==> config.mk <==
export PLATFORM = sky130hd
export DESIGN_NAME = trs80_glue_top
export DESIGN_NICKNAME = d
export VERILOG_FILES = /design/src/hw/trs80_pkg.sv /design/src/hw/z80_bus_if.sv /design/src/hw/mem_map_decode.sv /design/src/hw/io_port_block.sv /design/src/hw/hires_addr_gen.sv /design/src/hw/orch90_dac.sv /design/src/hw/trs80_glue_top.sv
export VERILOG_INCLUDE_DIRS = /design/src /design/src/hw
export SDC_FILE = /design/constraint.sdc
export NUM_CORES = 1
export LEC_CHECK = 0
export BUFFER_PORTS_ARGS = -buffer_cell sky130_fd_sc_hd__clkbuf_2
export CAP_MARGIN = 20
export CORE_UTILIZATION = 40
export DETAILED_ROUTE_END_ITERATION = 10
export PLACE_DENSITY = 0.7
export SETUP_SLACK_MARGIN = 0.3
export SLEW_MARGIN = 30
export SYNTH_ARGS = -nofsm -noshare
export SYNTH_HDL_FRONTEND = slang
export SYNTH_HIERARCHICAL = 1
export SYNTH_SLANG_ARGS = --single-unit
export TNS_END_PERCENT = 50
==> constraint.sdc <==
create_clock -name z80_clk -period 5.9 [get_ports z80_clk]
set_input_delay 0.59 -clock z80_clk [delete_from_list [all_inputs] [get_ports z80_clk]]
set_output_delay 0.59 -clock z80_clk [all_outputs]
set_load 0.03 [all_outputs]
==> src/hw/trs80_cfg.svh <==
`ifndef TRS80_CFG_SVH
`define TRS80_CFG_SVH

// bus widths
`define TRS_DATA_W 8
`define TRS_ADDR_W 16

// i/o port group bases, decoded on addr[7:2]
`define TRS_PORT_HIRES   8'h80 // 80-83 hi-res x, y, data, options
`define TRS_PORT_OPREG   8'h84 // 84-87 operation register
`define TRS_PORT_INTMASK 8'he0 // e0-e3 int mask / int status
`define TRS_PORT_NMIMASK 8'he4 // e4-e7 nmi status
`define TRS_PORT_MOD     8'hec // ec-ef mod register, rtc clear on read
`define TRS_PORT_DISK    8'hf0 // f0-f3 disk controller
`define TRS_PORT_CASS    8'hfc // fc-ff cassette

// orchestra-90 channels, full 8-bit decode
`define TRS_PORT_ORCH_L 8'h75
`define TRS_PORT_ORCH_R 8'h79

// no drive fitted, fdc answers seek error on track 0
`define TRS_FDC_STAT  8'h34
`define TRS_FDC_TRACK 8'h00

// what the cpu sees on an undriven read
`define TRS_IDLE_BUS 8'hff

// memory map boundaries, low end of each region
`define TRS_MAP_KBD_LO 16'h3800 // mode 0/1 keyboard
`define TRS_MAP_DSP_LO 16'h3c00 // mode 0/1 display
`define TRS_MAP_RAM_LO 16'h4000 // mode 0 ram above rom
`define TRS_MAP_KBD_HI 16'hf400 // mode 2 keyboard
`define TRS_MAP_DSP_HI 16'hf800 // mode 2 display, runs to ffff

`endif

==> src/hw/trs80_pkg.sv <==
package trs80_pkg;

   // z80 side
   typedef logic [15:0] addr_t; // cpu address
   typedef logic [7:0]  data_t; // cpu data byte

   // port 84 bits 1..0
   typedef logic [1:0] map_mode_t;

   // ram banking
   typedef logic [1:0]  ram_bank_t; // 4 banks of 32k
   typedef logic [16:0] ram_addr_t; // {bank, a14..a0}

   // display ram, 2k in two 1k pages
   typedef logic [10:0] dsp_addr_t;

   // hi-res board
   typedef logic [7:0]  hires_coord_t; // x or y register
   typedef logic [14:0] hires_addr_t;  // {x[6:0], y}

endpackage

==> src/hw/z80_bus_if.sv <==
interface z80_bus_if
   import trs80_pkg::*;
   ();

   logic  mreq;  // memory request, active high
   logic  iorq;  // io request, active high
   logic  rd;    // read strobe
   logic  wr;    // write strobe
   addr_t addr;
   data_t wdata; // cpu write data

   // cpu side drives the cycle
   modport cpu (
      output mreq, iorq, rd, wr, addr, wdata
   );

   // internal blocks only look
   modport periph (
      input mreq, iorq, rd, wr, addr, wdata
   );

endinterface

==> src/hw/mem_map_decode.sv <==
`include "trs80_cfg.svh"

module mem_map_decode
   import trs80_pkg::*;
(
   z80_bus_if.periph bus,
   input  map_mode_t  map_mode,
   input  logic       fxupmem,
   input  logic [1:0] mbit,
   input  logic       dsp_page,
   output logic       rom_sel,
   output logic       ram_sel,
   output logic       dsp_sel,
   output logic       kbd_sel,
   output ram_addr_t  ram_addr,
   output dsp_addr_t  dsp_addr
);

   ram_bank_t bank;
   logic      a15;
   logic      lo_kbd; // 3800-3bff
   logic      lo_dsp; // 3c00-3fff

   assign a15 = bus.addr[15];

   assign lo_kbd = (bus.addr >= `TRS_MAP_KBD_LO) && (bus.addr < `TRS_MAP_DSP_LO);
   assign lo_dsp = (bus.addr >= `TRS_MAP_DSP_LO) && (bus.addr < `TRS_MAP_RAM_LO);

   // region selects
   always_comb
   begin
      rom_sel = 1'b0;
      ram_sel = 1'b0;
      dsp_sel = 1'b0;
      kbd_sel = 1'b0;
      if (bus.mreq)
      begin
         case (map_mode)
            2'd0:
            begin
               rom_sel = bus.addr < `TRS_MAP_KBD_LO; // 14k rom
               kbd_sel = lo_kbd;
               dsp_sel = lo_dsp;
               ram_sel = bus.addr >= `TRS_MAP_RAM_LO; // 48k ram
            end
            2'd1:
            begin
               // rom swapped out, ram fills the hole
               kbd_sel = lo_kbd;
               dsp_sel = lo_dsp;
               ram_sel = !(lo_kbd || lo_dsp);
            end
            2'd2:
            begin
               // keyboard and video moved to top of map
               kbd_sel = (bus.addr >= `TRS_MAP_KBD_HI) && (bus.addr < `TRS_MAP_DSP_HI);
               dsp_sel = bus.addr >= `TRS_MAP_DSP_HI;
               ram_sel = bus.addr < `TRS_MAP_KBD_HI;
            end
            default:
               ram_sel = 1'b1; // all 64k ram
         endcase
      end
   end

   // bank from fxupmem, mbit and a15
   always_comb
   begin
      if (!mbit[1])
         bank = {1'b0, a15}; // banking off, plain 64k
      else if (!fxupmem)
         bank = a15 ? {1'b1, mbit[0]} : 2'd0; // upper 32k swapped
      else
         bank = a15 ? 2'd1 : {1'b1, mbit[0]}; // lower 32k swapped
   end

   assign ram_addr = {bank, bus.addr[14:0]};

   // page bit from port 84 unless in the 2k display modes
   assign dsp_addr = {(map_mode[1] ? bus.addr[10] : dsp_page), bus.addr[9:0]};

endmodule

==> src/hw/io_port_block.sv <==
`include "trs80_cfg.svh"

module io_port_block
   import trs80_pkg::*;
(
   input  logic       z80_clk,
   input  logic       z80_rst_n,
   z80_bus_if.periph  bus,
   input  logic       hires_rd,
   input  data_t      hires_rdata,
   input  logic       cass_in,
   input  logic       rtc_tick,
   output map_mode_t  map_mode,
   output logic       dsp_page,
   output logic       fxupmem,
   output logic [1:0] mbit,
   output logic       int_n,
   output logic       cpu_fast,
   output logic       col_double,
   output logic [1:0] cass_out,
   output data_t      io_rdata
);

   localparam data_t OPREG_BASE = `TRS_PORT_OPREG;
   localparam data_t INT_BASE   = `TRS_PORT_INTMASK;
   localparam data_t NMI_BASE   = `TRS_PORT_NMIMASK;
   localparam data_t MOD_BASE   = `TRS_PORT_MOD;
   localparam data_t DISK_BASE  = `TRS_PORT_DISK;
   localparam data_t CASS_BASE  = `TRS_PORT_CASS;
   localparam data_t NMI_STAT   = 8'hff; // no nmi sources left, all inactive

   logic       opreg_sel, int_sel, nmi_sel, mod_sel, disk_sel, cass_sel;
   logic       io_rd;
   data_t      opreg;    // 84
   data_t      int_mask; // e0, 1 enables
   data_t      mod_reg;  // ec
   logic [1:0] cass_reg; // fc, only the two output bits
   logic       rtc_q;    // tick sampled
   logic       rtc_int;
   data_t      int_stat; // 0 = active

   assign opreg_sel = bus.iorq && (bus.addr[7:2] == OPREG_BASE[7:2]);
   assign int_sel   = bus.iorq && (bus.addr[7:2] == INT_BASE[7:2]);
   assign nmi_sel   = bus.iorq && (bus.addr[7:2] == NMI_BASE[7:2]);
   assign mod_sel   = bus.iorq && (bus.addr[7:2] == MOD_BASE[7:2]);
   assign disk_sel  = bus.iorq && (bus.addr[7:2] == DISK_BASE[7:2]);
   assign cass_sel  = bus.iorq && (bus.addr[7:2] == CASS_BASE[7:2]);
   assign io_rd     = bus.iorq && bus.rd;

   always_ff @(posedge z80_clk or negedge z80_rst_n)
   begin
      if (!z80_rst_n)
      begin
         opreg    <= '0;
         int_mask <= '0;
         mod_reg  <= '0;
         cass_reg <= '0;
         rtc_q    <= 1'b0;
         rtc_int  <= 1'b0;
      end
      else
      begin
         if (opreg_sel && bus.wr)
            opreg <= bus.wdata;
         if (int_sel && bus.wr)
            int_mask <= bus.wdata;
         if (mod_sel && bus.wr)
            mod_reg <= bus.wdata;
         if (cass_sel && bus.wr)
            cass_reg <= bus.wdata[1:0];
         rtc_q <= rtc_tick;
         if (mod_sel && io_rd) // reading ec acks the rtc
            rtc_int <= 1'b0;
         else if (rtc_q)
            rtc_int <= 1'b1;
      end
   end

   // port 84 fields
   assign map_mode = opreg[1:0];
   assign mbit     = opreg[5:4];
   assign fxupmem  = opreg[6];
   assign dsp_page = opreg[7];

   assign cpu_fast   = mod_reg[6];
   assign col_double = mod_reg[2]; // 32/40 column mode
   assign cass_out   = {~cass_reg[1], cass_reg[0]};

   assign int_stat = ~{5'b00000, rtc_int, 2'b00}; // rtc is bit 2
   assign int_n    = ~|(~int_stat & int_mask);

   // read mux, idle bus unless a port answers
   always_comb
   begin
      io_rdata = `TRS_IDLE_BUS;
      if (io_rd)
      begin
         if (hires_rd)
            io_rdata = hires_rdata; // port 82
         else if (int_sel)
            io_rdata = int_stat;
         else if (nmi_sel)
            io_rdata = NMI_STAT;
         else if (disk_sel)
         begin
            case (bus.addr[1:0])
               2'b00:   io_rdata = `TRS_FDC_STAT;
               2'b01:   io_rdata = `TRS_FDC_TRACK;
               default: io_rdata = `TRS_IDLE_BUS;
            endcase
         end
         else if (cass_sel)
            io_rdata = {cass_in, mod_reg[6:1], 1'b0};
      end
   end

endmodule

==> src/hw/hires_addr_gen.sv <==
`include "trs80_cfg.svh"

module hires_addr_gen
   import trs80_pkg::*;
(
   input  logic       z80_clk,
   input  logic       z80_rst_n,
   z80_bus_if.periph  bus,
   output hires_addr_t hires_addr,
   output logic        hires_rd,
   output logic        hires_wr,
   output logic        hires_on
);

   localparam data_t HIRES_BASE = `TRS_PORT_HIRES;

   hires_coord_t x_reg;
   hires_coord_t y_reg;
   data_t        opts;     // port 83
   logic         grp_sel;  // 80-83
   logic         data_sel; // 82
   logic         acc_rd;   // access in progress at 82
   logic         acc_wr;
   logic         step_x, step_y;

   assign grp_sel  = bus.iorq && (bus.addr[7:2] == HIRES_BASE[7:2]);
   assign data_sel = grp_sel && (bus.addr[1:0] == 2'b10);

   // option bits are active-low clock enables
   assign step_x = (acc_rd && !opts[4]) || (acc_wr && !opts[6]);
   assign step_y = (acc_rd && !opts[5]) || (acc_wr && !opts[7]);

   always_ff @(posedge z80_clk or negedge z80_rst_n)
   begin
      if (!z80_rst_n)
      begin
         x_reg  <= '0;
         y_reg  <= '0;
         opts   <= '0;
         acc_rd <= 1'b0;
         acc_wr <= 1'b0;
      end
      else
      begin
         if (data_sel)
         begin
            if (bus.rd)
               acc_rd <= 1'b1;
            if (bus.wr)
               acc_wr <= 1'b1;
         end
         else
         begin
            // post-modify once the access is over
            if (step_x)
               x_reg <= x_reg + (opts[2] ? 8'hff : 8'h01);
            if (step_y)
               y_reg <= y_reg + (opts[3] ? 8'hff : 8'h01);
            acc_rd <= 1'b0;
            acc_wr <= 1'b0;
         end
         // direct loads win over a pending step
         if (grp_sel && bus.wr && (bus.addr[1:0] == 2'b00))
            x_reg <= bus.wdata;
         if (grp_sel && bus.wr && (bus.addr[1:0] == 2'b01))
            y_reg <= bus.wdata;
         if (grp_sel && bus.wr && (bus.addr[1:0] == 2'b11))
            opts <= bus.wdata;
      end
   end

   assign hires_addr = {x_reg[6:0], y_reg};
   assign hires_rd   = data_sel && bus.rd;
   assign hires_wr   = data_sel && bus.wr;
   assign hires_on   = opts[0]; // graphics enable

endmodule

==> src/hw/orch90_dac.sv <==
module orch90_dac
   import trs80_pkg::*;
#(
   parameter data_t PORT_ADDR = 8'h75
)
(
   input  logic      z80_clk,
   input  logic      z80_rst_n,
   z80_bus_if.periph bus,
   output logic      pdm_out
);

   data_t      sample;
   data_t      acc;
   logic [8:0] sum; // carry in bit 8

   // samples are signed, flip msb for offset binary
   assign sum = {1'b0, acc} + {1'b0, sample ^ 8'h80};

   always_ff @(posedge z80_clk or negedge z80_rst_n)
   begin
      if (!z80_rst_n)
      begin
         sample  <= '0;
         acc     <= '0;
         pdm_out <= 1'b0;
      end
      else
      begin
         if (bus.iorq && bus.wr && (bus.addr[7:0] == PORT_ADDR))
            sample <= bus.wdata;
         acc     <= sum[7:0];
         pdm_out <= sum[8]; // ones density = sample'/256
      end
   end

endmodule

==> src/hw/trs80_glue_top.sv <==
`include "trs80_cfg.svh"

module trs80_glue_top
   import trs80_pkg::*;
(
   input  logic                   z80_clk,
   input  logic                   z80_rst_n,
   input  logic                   mreq,
   input  logic                   iorq,
   input  logic                   rd,
   input  logic                   wr,
   input  logic [`TRS_ADDR_W-1:0] addr,
   input  logic [`TRS_DATA_W-1:0] wdata,
   output logic [`TRS_DATA_W-1:0] io_rdata,
   output logic                   rom_sel,
   output logic                   ram_sel,
   output logic                   dsp_sel,
   output logic                   kbd_sel,
   output ram_addr_t              ram_addr,
   output dsp_addr_t              dsp_addr,
   output hires_addr_t            hires_addr,
   output logic                   hires_rd,
   output logic                   hires_wr,
   input  logic [`TRS_DATA_W-1:0] hires_rdata,
   output logic                   int_n,
   output logic [1:0]             cass_out,
   input  logic                   cass_in,
   output logic                   cpu_fast,
   output logic                   col_double,
   output logic                   hires_on,
   input  logic                   rtc_tick,
   output logic                   orch_l_out,
   output logic                   orch_r_out
);

   map_mode_t  map_mode;
   logic       dsp_page;
   logic       fxupmem;
   logic [1:0] mbit;

   z80_bus_if bus ();

   // cpu pins onto the internal bus
   assign bus.mreq  = mreq;
   assign bus.iorq  = iorq;
   assign bus.rd    = rd;
   assign bus.wr    = wr;
   assign bus.addr  = addr;
   assign bus.wdata = wdata;

   mem_map_decode u_map (
      .bus(bus), .map_mode(map_mode), .fxupmem(fxupmem), .mbit(mbit),
      .dsp_page(dsp_page), .rom_sel(rom_sel), .ram_sel(ram_sel),
      .dsp_sel(dsp_sel), .kbd_sel(kbd_sel), .ram_addr(ram_addr), .dsp_addr(dsp_addr)
   );

   io_port_block u_io (
      .z80_clk(z80_clk), .z80_rst_n(z80_rst_n), .bus(bus),
      .hires_rd(hires_rd), .hires_rdata(hires_rdata), .cass_in(cass_in),
      .rtc_tick(rtc_tick), .map_mode(map_mode), .dsp_page(dsp_page),
      .fxupmem(fxupmem), .mbit(mbit), .int_n(int_n), .cpu_fast(cpu_fast),
      .col_double(col_double), .cass_out(cass_out), .io_rdata(io_rdata)
   );

   hires_addr_gen u_hires (
      .z80_clk(z80_clk), .z80_rst_n(z80_rst_n), .bus(bus),
      .hires_addr(hires_addr), .hires_rd(hires_rd), .hires_wr(hires_wr),
      .hires_on(hires_on)
   );

   orch90_dac #(.PORT_ADDR(`TRS_PORT_ORCH_L)) u_orch_l ( // left channel
      .z80_clk(z80_clk), .z80_rst_n(z80_rst_n), .bus(bus), .pdm_out(orch_l_out)
   );

   orch90_dac #(.PORT_ADDR(`TRS_PORT_ORCH_R)) u_orch_r ( // right channel
      .z80_clk(z80_clk), .z80_rst_n(z80_rst_n), .bus(bus), .pdm_out(orch_r_out)
   );

endmodule

# After elaboration in Yosys (flattened, before gate mapping)

Cells that the tools add are included.

Bits of input ports: 40
Word-level logic and storage cells: 137
Flip-flop bits (word level): 87

Order comparisons: 10
Bitwise gates (word level): 6
Reductions and logical operators: 48
Muxes and demuxes: 34
Equal/unequal tests: 18
$add $sub $neg: 4

Operators with widths:

| kind                 | number |
|---|---|
| $mux 8               | 14 |
| $eq 6x6->1 const B   | 7 |
| $ge 16x14->1 const B | 2 |
| $ge 16x16->1 const B | 2 |
| $lt 16x14->1 const B | 2 |
| $lt 16x16->1 const B | 2 |
| $logic_and 1x1->1    | 30 |
| $add 8x8->9          | 2 |
| $add 8x8->8          | 2 |
| $eq 8x7->1 const B   | 2 |
| $ge 16x15->1 const B | 1 |
| $lt 16x15->1 const B | 1 |
| $pmux 8 s2           | 1 |
| $mux 1               | 12 |
| $and 8x8->8          | 1 |
| $mux 2               | 4 |
| $ne 2x2->1 const B   | 4 |
| $not 3->8            | 1 |
| $not 8->8            | 1 |
| $reduce_or 8->1      | 1 |
| $eq 2x2->1 const B   | 3 |
| $logic_not 1->1      | 6 |
| $reduce_bool 2->1    | 3 |
| $eq 2x1->1 const B   | 2 |
| 7 further kinds      | 14 |

# Longest topological paths before layout

Gate-level depths: netlist (run 1).

Depth in word-level cells: 8
Depth in mapped cells: 9

# Cells and area by module

The synthesis (run 1) kept the hierarchy.

By module, submodules not included:

| module         | sequential area each (um^2) | area an instance (um^2) | cells an instance | times used |
|---|---|---|---|---|
| orch90_dac     | 425.4                       | 899.6                   | 74                | 2 |
| hires_addr_gen | 600.6                       | 1742.9                  | 185               | 1 |
| io_port_block  | 425.4                       | 967.2                   | 87                | 1 |
| mem_map_decode | 0.0                         | 370.4                   | 50                | 1 |

# Worst setup path before layout (run 1)

Ideal clock, no wire load.

Path kind: input-to-output
From: input port addr[3]
To: output port io_rdata[0]
Setup slack: 2762 ps
Path buffers: 1
Arrival: 2548 ps
Data required time: 5310 ps
Stages on the path: 6
Cell sequence: or3_4 > nor3_4 > and3_1 > clkbuf_1 > nor3_1 > o21ai_1

Elaborated cells between the ends (all ways): 18
Classes of those cells: eq/ne: 5; mux: 6; reduce/logical: 7

RTL lines:

| element           | line                 | RTL |
|---|---|---|
| start, declared   | trs80_glue_top.sv:12 | `` input logic [`TRS_ADDR_W-1:0] addr, `` |
| $eq 6x6->1        | hires_addr_gen.sv:26 | `assign grp_sel = bus.iorq && (bus.addr[7:2] == HIRES_BASE[7:2]);` |
| $logic_and 1x1->1 | hires_addr_gen.sv:26 |  |
| $logic_and 1x1->1 | hires_addr_gen.sv:27 | `assign data_sel = grp_sel && (bus.addr[1:0] == 2'b10);` |
| $logic_and 1x1->1 | hires_addr_gen.sv:73 | `assign hires_rd = data_sel && bus.rd;` |
| net hires_rd      | trs80_glue_top.sv:22 | `output logic hires_rd,` |
| $mux 8            | io_port_block.sv:98  | `if (hires_rd)` |
| $mux 8            | io_port_block.sv:96  | `if (io_rd)` |
| end, declared     | trs80_glue_top.sv:14 | `` output logic [`TRS_DATA_W-1:0] io_rdata, `` |

The timed path passes the listed nets, and every way through them passes these cells.

# Final worst setup path (run 1)

From: input port addr[3]
To: output port io_rdata[3]

Longest elaborated chain between the ends: 8
Elaborated cells between the ends (all ways): 18
Classes of those cells: eq/ne: 5; mux: 6; reduce/logical: 7

RTL lines:

| element           | line                 | RTL |
|---|---|---|
| $eq 6x6->1        | io_port_block.sv:47  | `assign cass_sel = bus.iorq && (bus.addr[7:2] == CASS_BASE[7:2]);` |
| $logic_and 1x1->1 | io_port_block.sv:47  |  |
| $mux 8            | io_port_block.sv:112 | `else if (cass_sel)` |
| $mux 8            | io_port_block.sv:104 | `else if (disk_sel)` |
| $mux 8            | io_port_block.sv:102 | `else if (nmi_sel)` |
| $mux 8            | io_port_block.sv:100 | `else if (int_sel)` |
| $mux 8 (*)        | io_port_block.sv:98  |  |
| $mux 8 (*)        | io_port_block.sv:96  |  |

Every way passes the cells marked *; elsewhere a longest branch is shown, timed or not.

==> results.yml, run 1 <==
clock_network:
  clk_pin_slew_worst_paths_ps: 60
  cts_buffers: 9
  cts_setup_buffers: 0
  clock_tree.htree_level_count: 3
  clk_root_buffer_cell: "sky130_fd_sc_hd__clkbuf_16"
  tritoncts: "built"
  worst_skew_pair.late_latency_ps: 330
  clock_path_buffers: 2
  clock_sink_count: 75
  cts.repair.resized: 0
  cts-hold-fix-buffers: 0
sta:
  max_clock_skew_ps: 6.30
  setup_tns_ps: 0
  final_hold_viol_count: 0
  timing.final.setup_violations: 0
  max_clock_freq_mhz: 280
  rsz0062_at_grt: "false"
  fin_crit_ps: 3570
  final_slew_violations: 0
  layout_worst_path_cycle_share: 0.604
  worstMarginPinSlew_ps: 993
  relSlewSlack: 0.332
pwr:
  cellPowerDensity_nw_per_um2: 285
  vdd.ir_drop.worst_mv: 0.129
  p_switching_mw: 0.511
  leakage_power_figure_nw: 2.70
  power_frac_clock: 0.335
  pwr-share-comb: 0.270
  cell_internal_pwr_mw: 1.08
  seqPwrFrac: 0.395
  switching_share: 0.320
synth:
  post_synth_num_cell_types: 73
  dominantRegCellSynth: "sky130_fd_sc_hd__dfrtp_1"
  synth_seq_cells: 75
  post_synthesis_instance_total: 470
  synthesis.area_per_instance_um2: 10.4
  synth-edff-count: 0
  syn-cell-area_um2: 4880
  synth_fp_nets: 541
  synth_sequential_area_ratio: 0.385
  async_flop_share: 1.00
  yosysWarnings: 6
final_layout:
  area.growth.synth_to_final_pct: 14.6
  commonest_cells_after_routing_fill_and_taps_aside: "sky130_fd_sc_hd__clkbuf_2, sky130_fd_sc_hd__dfrtp_1, sky130_fd_sc_hd__a21oi_1"
  drive_above_1_share: 0.291
  final_net_count: 615
  fillCellCount: 1061
  stdcell_count: 692
  diodes: 0
  final_common_cell: "sky130_fd_sc_hd__clkbuf_2"
route:
  met3WireLength_um: 462
  route.detailed.drc: 0
  drt-pass1-iter-count: 4
  ant_nets: 0
  detailedRoute.firstIterationViolations: 212
  vias_per_cell: 5.60
  route.vias.total: 3873
  wire_per_inst_um: 16.5
  wl_met2_mm: 5.62
  route.final.wire_length_mm: 11.4
  post_route_m1_wl_mm: 5.20
  routed.top_layer: "met4"
floorplanning:
  start_util: 0.418
  std_cell_rows: 39
  boundaryPins: 105
  die_h_um: 112
  floorplan.die_area_um2: 12600
  die_width_um: 112
  coreArea_um2: 11700
placed_design:
  place_congestion: 0.860
  detailed_place_hpwl_mm: 8.33
  place.port_buffers: 98
  placed_cells_incl_taps: 676
flow_run:
  cap_violations: 0
critical_path:
  crit_required_ps: 5310
  critical_path.max_stage_delay_ps: 550
  worstSetupStartpointType: "input pin"
  worstPathMaxFanout: 18
  worst-endpoint-arrival_ps: 2980
  worstPathCellList: "clkbuf_2 > or3_4 > nor3_4 > and3_1 > a21oi_1 > a21oi_1 > o21ai_1 > clkbuf_2"
  timing.critical_path.to_type: "output port"
  worst-r2r-setup-slack_ps: 3520
  cpMaxStageDelayCell: "sky130_fd_sc_hd__and3_1"
  timing_worst_setup_path_type: "input pin to output port"
hold_path:
  holdCritPathClass: "input pin to async pin"
global_routing:
  vias_in_the_first_global_route: 3715
  globalRoute.totalOverflow: 0
  antenna_violations_before_repair: 0
  grt_pass1_wl_mm: 18.4
  maximum_number_of_pins_on_one_net_before_global_route_repair: 76
  track_usage: 0.185
status:
  run_status: "finished, final reports clean"
## power groups by stage
stage                     logic, mW  registers, mW  clock network (mW)
after floorplan               0.303          0.655                   0
after global placement        0.410          0.635                   0
after detailed placement      0.430          0.639                   0
after CTS                     0.430          0.630               0.548
after global routing          0.480          0.638               0.568
final                         0.430          0.630               0.534
## per-layer routing
| metal | track usage | up-vias |
|---|---|---|
| met4 | 0.0658 | 0 |
| met2 | 0.317 | 100 |
| met3 | 0.0281 | 13 |
| met1 | 0.239 | 1893 |
| met5 | 0 | - |
| li1 | - | 1867 |
## metrics by stage
step	hold WS [ps]	cell area [µm²]	power [mW]	util	setup slack, ps
finish	265	5590	1.59	0.479	2330
CTS	377	5590	1.61	0.479	2330
global route	341	5590	1.69	0.479	2110
floorplan	294	4880	0.957	-	2760
detailed placement	461	5290	1.07	0.454	2350
global placement	453	5290	1.05	0.454	2500
## path summary, 6_finish.rpt
check                      cells past startpoint                         from                      endpoint
max                                            8                      addr[3]                   io_rdata[3]
min                                            1                    z80_rst_n  u_hires/y_reg[2]$_DFFE_PN0P_
max reg2reg                                    7  u_hires/opts[3]$_DFFE_PN0P_  u_hires/y_reg[7]$_DFFE_PN0P_
min reg2reg                                    1    u_orch_l/acc[0]$_DFF_PN0_     u_orch_l/acc[0]$_DFF_PN0_
max in group asynchronous                      1                    z80_rst_n   u_io/mod_reg[5]$_DFFE_PN0P_
min in group z80_clk                           1                     rtc_tick          u_io/rtc_q$_DFF_PN0_
## synthesized netlist by cell type (3+ instances only)
cell type                   count  area [µm²]
sky130_fd_sc_hd__buf_6          3        33.8
sky130_fd_sc_hd__mux2_1        15         169
sky130_fd_sc_hd__a211oi_1       6        45.0
sky130_fd_sc_hd__nand3b_1       3        22.5
sky130_fd_sc_hd__a2111oi_0      6        52.6
sky130_fd_sc_hd__nand4b_1       3        26.3
sky130_fd_sc_hd__nor3_1        10        50.1
sky130_fd_sc_hd__ha_1          27         338
sky130_fd_sc_hd__mux2_2        22         248
sky130_fd_sc_hd__nor4_4         3        63.8
sky130_fd_sc_hd__xnor2_1        4        35.0
sky130_fd_sc_hd__fa_1           4        80.1
sky130_fd_sc_hd__nor3b_1        3        22.5
sky130_fd_sc_hd__nand4_1        3        18.8
sky130_fd_sc_hd__mux2i_1        3        30.0
sky130_fd_sc_hd__nand2_1       26        97.6
sky130_fd_sc_hd__o21ai_1        7        35.0
sky130_fd_sc_hd__nand3_1       11        55.1
sky130_fd_sc_hd__mux2_4         3        45.0
sky130_fd_sc_hd__a21o_1         7        52.6
sky130_fd_sc_hd__dfrtp_1       75        1880
sky130_fd_sc_hd__buf_4         27         203
sky130_fd_sc_hd__nor4_1         6        37.5
sky130_fd_sc_hd__nor2b_1       12        75.1
sky130_fd_sc_hd__buf_2          3        15.0
sky130_fd_sc_hd__a21oi_1       33         165
sky130_fd_sc_hd__and2_1         3        18.8
sky130_fd_sc_hd__o21bai_1       8        60.1
sky130_fd_sc_hd__o21ai_0       20         100
sky130_fd_sc_hd__a31oi_1        3        18.8
sky130_fd_sc_hd__inv_1         22        82.6
sky130_fd_sc_hd__xor2_1        10        87.6
sky130_fd_sc_hd__nor2_1        25        93.8
sky130_fd_sc_hd__o21a_1         3        22.5
## worst max-delay path, delay by kind of cell
family / cells / cell delay [ps]
compound gates: 3 / 590
buf+inv: 2 / 460
simple gates: 3 / 1330
## cell type report
cell class,instances,area [µm²],area share
well taps,143,179,0.0320
multi-input cells,338,2660,0.476
flip-flops and latches,75,1880,0.336
clock inverters,7,68.8,0.0123
repair buffers,98,497,0.0889
inverters,22,82.6,0.0148
clock buffers,9,225,0.0403
## cell families (layout without fill, tap and decap cells)
kind of cell | after synthesis | count (layout) | synth area share
AND/OR/NAND/NOR | 131 | 131 | 0.171
AO/OA/AOI/OAI | 119 | 119 | 0.163
flip-flops | 75 | 75 | 0.385
buffers and inverters | 57 | 136 | 0.0700
multiplexers | 43 | 43 | 0.101
adder cells (fa/ha/maj) | 31 | 31 | 0.0856
XOR/XNOR | 14 | 14 | 0.0251
Note: power is estimated with default switching activity, not from simulation.
==> run 2, diff against run 1 <==
- ABC_AREA: not set -> 1
- PLACE_DENSITY: 0.7 -> 0.69
- clock period: 5.9 -> 3.6 ns (I/O delays scaled with it)
==> results.yml, run 2 <==
route:
  detailedRoute.firstIterationViolations: 220
  ant_nets: 0
  route.final.wire_length_mm: 11.9
  vias_per_cell: 4.71
  route.vias.total: 4468
  route.detailed.drc: 0
  wire_per_inst_um: 12.6
  drt-pass1-iter-count: 4
critical_path:
  timing_worst_setup_path_type: "input pin to output port"
  worstSetupStartpointType: "input pin"
  worst_r2r_path_depth: 9
  worst-r2r-setup-slack_ps: 1820
  worstPathMaxFanout: 13
  timing.rr.start: "u_hires/opts[2]$_DFFE_PN0P_"
  timing.critical_path.to_type: "output port"
  reg2reg_to: "u_hires/x_reg[6]$_DFFE_PN0P_"
  crit_required_ps: 3240
  worst-endpoint-arrival_ps: 1970
synth:
  dominantRegCellSynth: "sky130_fd_sc_hd__dfrtp_1"
  ys_top_cells_by_count: "sky130_fd_sc_hd__nand2_1, sky130_fd_sc_hd__inv_1, sky130_fd_sc_hd__dfrtp_1"
  netlist.top_cell.by_area: "sky130_fd_sc_hd__dfrtp_1"
  synth_fp_nets: 767
  synth_sequential_area_ratio: 0.357
  yosysWarnings: 6
  syn-cell-area_um2: 5250
  ys_top_cells_by_area: "sky130_fd_sc_hd__dfrtp_1, sky130_fd_sc_hd__nand2_1, sky130_fd_sc_hd__inv_1"
  synth_seq_cells: 75
  synthesis.area_per_instance_um2: 7.54
  synth.top_cell.area_share: 0.357
  async_flop_share: 1.00
  synth_most_common_cell: "sky130_fd_sc_hd__nand2_1"
  synth-edff-count: 0
  post_synthesis_instance_total: 696
  post_synth_num_cell_types: 38
floorplanning:
  start_util: 0.413
  boundaryPins: 105
  die_h_um: 117
  std_cell_rows: 41
  floorplan.die_area_um2: 13600
  coreArea_um2: 12700
  die_width_um: 117
pwr:
  p_switching_mw: 0.872
  pwr-share-comb: 0.285
  seqPwrFrac: 0.401
  leakage_power_figure_nw: 3.45
  vdd.ir_drop.worst_mv: 0.273
  cellPowerDensity_nw_per_um2: 437
  cell_internal_pwr_mw: 1.75
  switching_share: 0.332
  power_frac_clock: 0.315
global_routing:
  track_usage: 0.189
  antenna_violations_before_repair: 0
  grt_pass1_wl_mm: 19.6
  vias_in_the_first_global_route: 4102
  maximum_number_of_pins_on_one_net_before_global_route_repair: 43
  globalRoute.totalOverflow: 0
final_layout:
  area_occupied_by_multi_input_gates_um2: 2690
  commonest_cells_after_routing_fill_and_taps_aside: "sky130_fd_sc_hd__nand2_1, sky130_fd_sc_hd__inv_1, sky130_fd_sc_hd__clkbuf_2"
  layout.area.seq_um2: 1880
  area.growth.synth_to_final_pct: 14.2
  fillCellCount: 1334
  final_net_count: 845
  diodes: 0
  drive_above_1_share: 0.232
  final_common_cell: "sky130_fd_sc_hd__nand2_1"
sta:
  final_hold_viol_count: 0
  setup_tns_ps: 0
  relSlewSlack: 0.622
  worstMarginPinSlew_ps: 567
  final_slew_violations: 0
  fin_crit_ps: 2330
  whs_ps: 29.7
  timing.final.setup_violations: 0
  rsz0062_at_grt: "false"
  layout_worst_path_cycle_share: 0.647
  max_clock_freq_mhz: 429
  max_clock_skew_ps: 4.22
clock_network:
  clock_tree.htree_level_count: 3
  cts.repair.resized: 0
  clock_sink_count: 75
  cts-hold-fix-buffers: 0
  tritoncts: "built"
  worst_skew_pair.late_latency_ps: 330
  cts_buffers: 9
  clock_path_buffers: 2
  clk_root_buffer_cell: "sky130_fd_sc_hd__clkbuf_16"
  cts_setup_buffers: 0
  clk_pin_slew_worst_paths_ps: 60
placed_design:
  place_congestion: 0.863
  detailed_place_hpwl_mm: 9.06
  place.port_buffers: 98
status:
  run_status: "finished, final reports clean"
hold_path:
  holdCritPathClass: "input pin to async pin"
flow_run:
  cap_violations: 0
run 2: area by class of cell:
| type | count | area share |
|---|---|---|
| timing repair buffer | 100 | 0.0868 |
| sequential | 75 | 0.313 |
| inverter | 115 | 0.0719 |
| clock buffer | 12 | 0.0428 |
| tap | 172 | 0.0359 |
| multi-input combinational | 473 | 0.448 |
| clock inverter | 2 | 0.00209 |
run 2: worst max-delay path by stage:
| stage | from | endpoint | slack (ps) | depth (start not counted) |
|---|---|---|---|---|
| after floorplan | addr[6] | io_rdata[7] | 1050 | 9 |
| after global placement | addr[5] | io_rdata[2] | 1320 | 13 |
| after detailed placement | addr[5] | io_rdata[2] | 1280 | 13 |
| after CTS | addr[5] | io_rdata[2] | 1270 | 13 |
| after global routing | addr[5] | io_rdata[6] | 1160 | 11 |
| final | addr[5] | io_rdata[2] | 1270 | 13 |
run 2: through the flow:
| step | util | cells | cell area, µm² | total power [mW] | setup slack, ps |
|---|---|---|---|---|---|
| 3_3_place_gp | 0.449 | 934 | 5710 | 1.80 | 1320 |
| 2_1_floorplan | - | 696 | 5250 | 1.63 | 1050 |
| 4_1_cts | 0.472 | 949 | 6000 | 2.65 | 1270 |
| 6_report | 0.472 | 949 | 6000 | 2.62 | 1270 |
| 3_5_place_dp | 0.450 | 935 | 5730 | 1.82 | 1280 |
| 5_1_grt | 0.472 | 949 | 6000 | 2.80 | 1160 |
run 2: kinds of logic (layout without fill, tap and decap cells):
logic type / Yosys count / in the layout / share of synthesized area
compound gates: 74 / 74 / 0.0886
xor+xnor: 12 / 12 / 0.0200
fa+ha+maj: 31 / 31 / 0.0796
buf+inv: 148 / 229 / 0.131
flops: 75 / 75 / 0.357
simple gates: 356 / 356 / 0.323
run 2: power groups by stage:
| stage | clock (mW) | sequential (mW) | combinational [mW] |
|---|---|---|---|
| 2_1_floorplan | 0 | 1.11 | 0.513 |
| 3_3_place_gp | 0 | 1.06 | 0.733 |
| 3_5_place_dp | 0 | 1.07 | 0.752 |
| 4_1_cts | 0.847 | 1.05 | 0.754 |
| 5_1_grt | 0.883 | 1.07 | 0.847 |
| 6_report | 0.825 | 1.05 | 0.747 |
run 2: routing by layer:
layer / GRT usage / vias to the layer above / share of wire / wire [µm]
met4: 0.0810 / 0 / 0.023 / 270
li1: - / 2315 / - / -
met5: 0 / - / 0 / 0
met2: 0.309 / 97 / 0.47 / 5580
met1: 0.245 / 2036 / 0.47 / 5580
met3: 0.0327 / 20 / 0.044 / 524
run 2: worst max-delay path, cell delays in order:
cell	delay [ps]
sky130_fd_sc_hd__clkbuf_2	190
sky130_fd_sc_hd__nor2_2	160
sky130_fd_sc_hd__nand2_2	100
sky130_fd_sc_hd__nor2_8	160
sky130_fd_sc_hd__nand3b_4	150
sky130_fd_sc_hd__nor2_1	120
sky130_fd_sc_hd__buf_4	200
sky130_fd_sc_hd__inv_1	120
sky130_fd_sc_hd__nand2_1	80
sky130_fd_sc_hd__inv_1	40
sky130_fd_sc_hd__nand2_1	60
sky130_fd_sc_hd__nand2_1	60
sky130_fd_sc_hd__clkbuf_2	180
==> run 3, diff against run 2 <==
- ABC_AREA: 1 -> 0
- PLACE_DENSITY: 0.69 -> 0.7
- clock period: 3.6 -> 2.3 ns (I/O delays scaled with it)
==> results.yml, run 3 (synthesized netlist as in run 1, its figures left out) <==
status:
  run_status: "finished, final reports clean"
sta:
  max_clock_freq_mhz: 476
  final_slew_violations: 0
  layout_worst_path_cycle_share: 0.914
  final_hold_viol_count: 0
  rsz0062_at_grt: "true"
  whs_ps: 188
  worstMarginPinSlew_ps: 612
  relSlewSlack: 0.592
  setup_tns_ps: 0
  fin_crit_ps: 2100
  fin_ws_ps: 198
  max_clock_skew_ps: 2.54
  timing.final.setup_violations: 0
global_routing:
  maximum_number_of_pins_on_one_net_before_global_route_repair: 41
  vias_in_the_first_global_route: 3980
  grt_pass1_wl_mm: 19.9
  globalRoute.totalOverflow: 0
  track_usage: 0.203
  antenna_violations_before_repair: 0
critical_path:
  worst_r2r_path_depth: 8
  timing_worst_setup_path_type: "flop to flop"
  reg2reg_to: "u_hires/x_reg[6]$_DFFE_PN0P_"
  worstSetupStartpointType: "flop"
  worst-r2r-setup-slack_ps: 200
  worst-endpoint-arrival_ps: 2320
  timing.rr.start: "u_hires/opts[2]$_DFFE_PN0P_"
  worstPathMaxFanout: 6
  timing.critical_path.to_type: "flop"
  crit_required_ps: 2520
final_layout:
  final_common_cell: "sky130_fd_sc_hd__clkbuf_2"
  final_net_count: 640
  fillCellCount: 997
  stdcell_count: 717
  layout.cell_area.non_filler_um2: 6120
  commonest_cells_after_routing_fill_and_taps_aside: "sky130_fd_sc_hd__clkbuf_2, sky130_fd_sc_hd__dfrtp_1, sky130_fd_sc_hd__a21oi_1"
  area.growth.synth_to_final_pct: 25.5
  drive_above_1_share: 0.371
  diodes: 0
placed_design:
  detailed_place_hpwl_mm: 8.98
  place_congestion: 0.837
  place_worst_setup_slack_ps: 147
  place.port_buffers: 98
  placement.cell_area_um2: 5470
  placed_cells_incl_taps: 691
route:
  detailedRoute.firstIterationViolations: 228
  route.detailed.drc: 0
  drt-pass1-iter-count: 4
  route.vias.total: 4031
  wire_per_inst_um: 17.7
  route.final.wire_length_mm: 12.7
  ant_nets: 0
  vias_per_cell: 5.62
floorplanning:
  die_h_um: 112
  boundaryPins: 105
  start_util: 0.418
  coreArea_um2: 11700
  std_cell_rows: 39
  floorplan.die_area_um2: 12600
  die_width_um: 112
clock_network:
  clock_sink_count: 75
  clk_pin_slew_worst_paths_ps: 60
  clock_tree.htree_level_count: 3
  clock_path_buffers: 2
  cts_buffers: 9
  tritoncts: "built"
  clk_root_buffer_cell: "sky130_fd_sc_hd__clkbuf_16"
  worst_skew_pair.late_latency_ps: 340
hold_path:
  holdCritPathClass: "input pin to flop"
  hold_depth: 3
  min_to: "u_hires/acc_rd$_DFFE_PN0P_"
  worstHoldStart: "rd"
pwr:
  leakage_power_figure_nw: 2.87
  cellPowerDensity_nw_per_um2: 713
  vdd.ir_drop.worst_mv: 0.355
flow_run:
  cap_violations: 0
## run 3: repair_timing
item                                    in CTS  in global routing
resized for setup                           10                 44
gates cloned                                 0                  1
hold buffers                                 2                  0
endpoints found under the setup margin      11                 15
pin swaps                                    3                 12
hold endpoints to repair                    40                  0
setup buffers                                4                  3
## run 3: cell type report
class	count	area (µm²)	area share
inverter	22	82.6	0.0135
timing repair buffer	123	773	0.126
tap	143	179	0.0292
sequential	75	1880	0.308
clock buffer	11	243	0.0396
clock inverter	5	85.1	0.0139
multi-input combinational	338	2880	0.470
## run 3: per-stage QoR
| step | util | power, mW |
|---|---|---|
| floorplan | - | 2.46 |
| global placement | 0.469 | 2.71 |
| detailed placement | 0.469 | 2.77 |
| CTS | 0.504 | 4.36 |
| global route | 0.525 | 4.60 |
| finish | 0.525 | 4.36 |
## run 3: worst max path at each step
stage / to / cells after the start / from / slack (ps)
floorplan: io_rdata[1] / 6 / addr[3] / 250
global placement: u_hires/x_reg[6]$_DFFE_PN0P_ / 8 / u_hires/opts[2]$_DFFE_PN0P_ / 200
detailed placement: u_hires/x_reg[6]$_DFFE_PN0P_ / 8 / u_hires/opts[2]$_DFFE_PN0P_ / 150
CTS: u_hires/x_reg[6]$_DFFE_PN0P_ / 7 / u_hires/opts[2]$_DFFE_PN0P_ / 260
global route: u_hires/x_reg[6]$_DFFE_PN0P_ / 8 / u_hires/opts[2]$_DFFE_PN0P_ / 140
finish: u_hires/x_reg[6]$_DFFE_PN0P_ / 8 / u_hires/opts[2]$_DFFE_PN0P_ / 200
## run 3: power breakdown
group	switching, mW	internal, mW	total, mW
combinational	0.709	0.487	1.20
sequential	0.111	1.51	1.62
clock	0.562	0.985	1.55
## run 3: routing by layer
metal | track usage | share of wire | up-vias
li1 | - | - | 1920
met1 | 0.253 | 0.44 | 1982
met2 | 0.341 | 0.49 | 106
met3 | 0.0362 | 0.041 | 23
met4 | 0.0969 | 0.026 | 0
met5 | 0 | 0 | -
## run 3: critical path, cell delays in order, from the launching register on
cell	delay, ps
sky130_fd_sc_hd__dfrtp_2	450
sky130_fd_sc_hd__inv_2	100
sky130_fd_sc_hd__fa_2	360
sky130_fd_sc_hd__nor2b_2	140
sky130_fd_sc_hd__o31a_1	240
sky130_fd_sc_hd__o211a_1	210
sky130_fd_sc_hd__nor4_1	60
sky130_fd_sc_hd__nand2b_1	140
sky130_fd_sc_hd__a221o_1	290
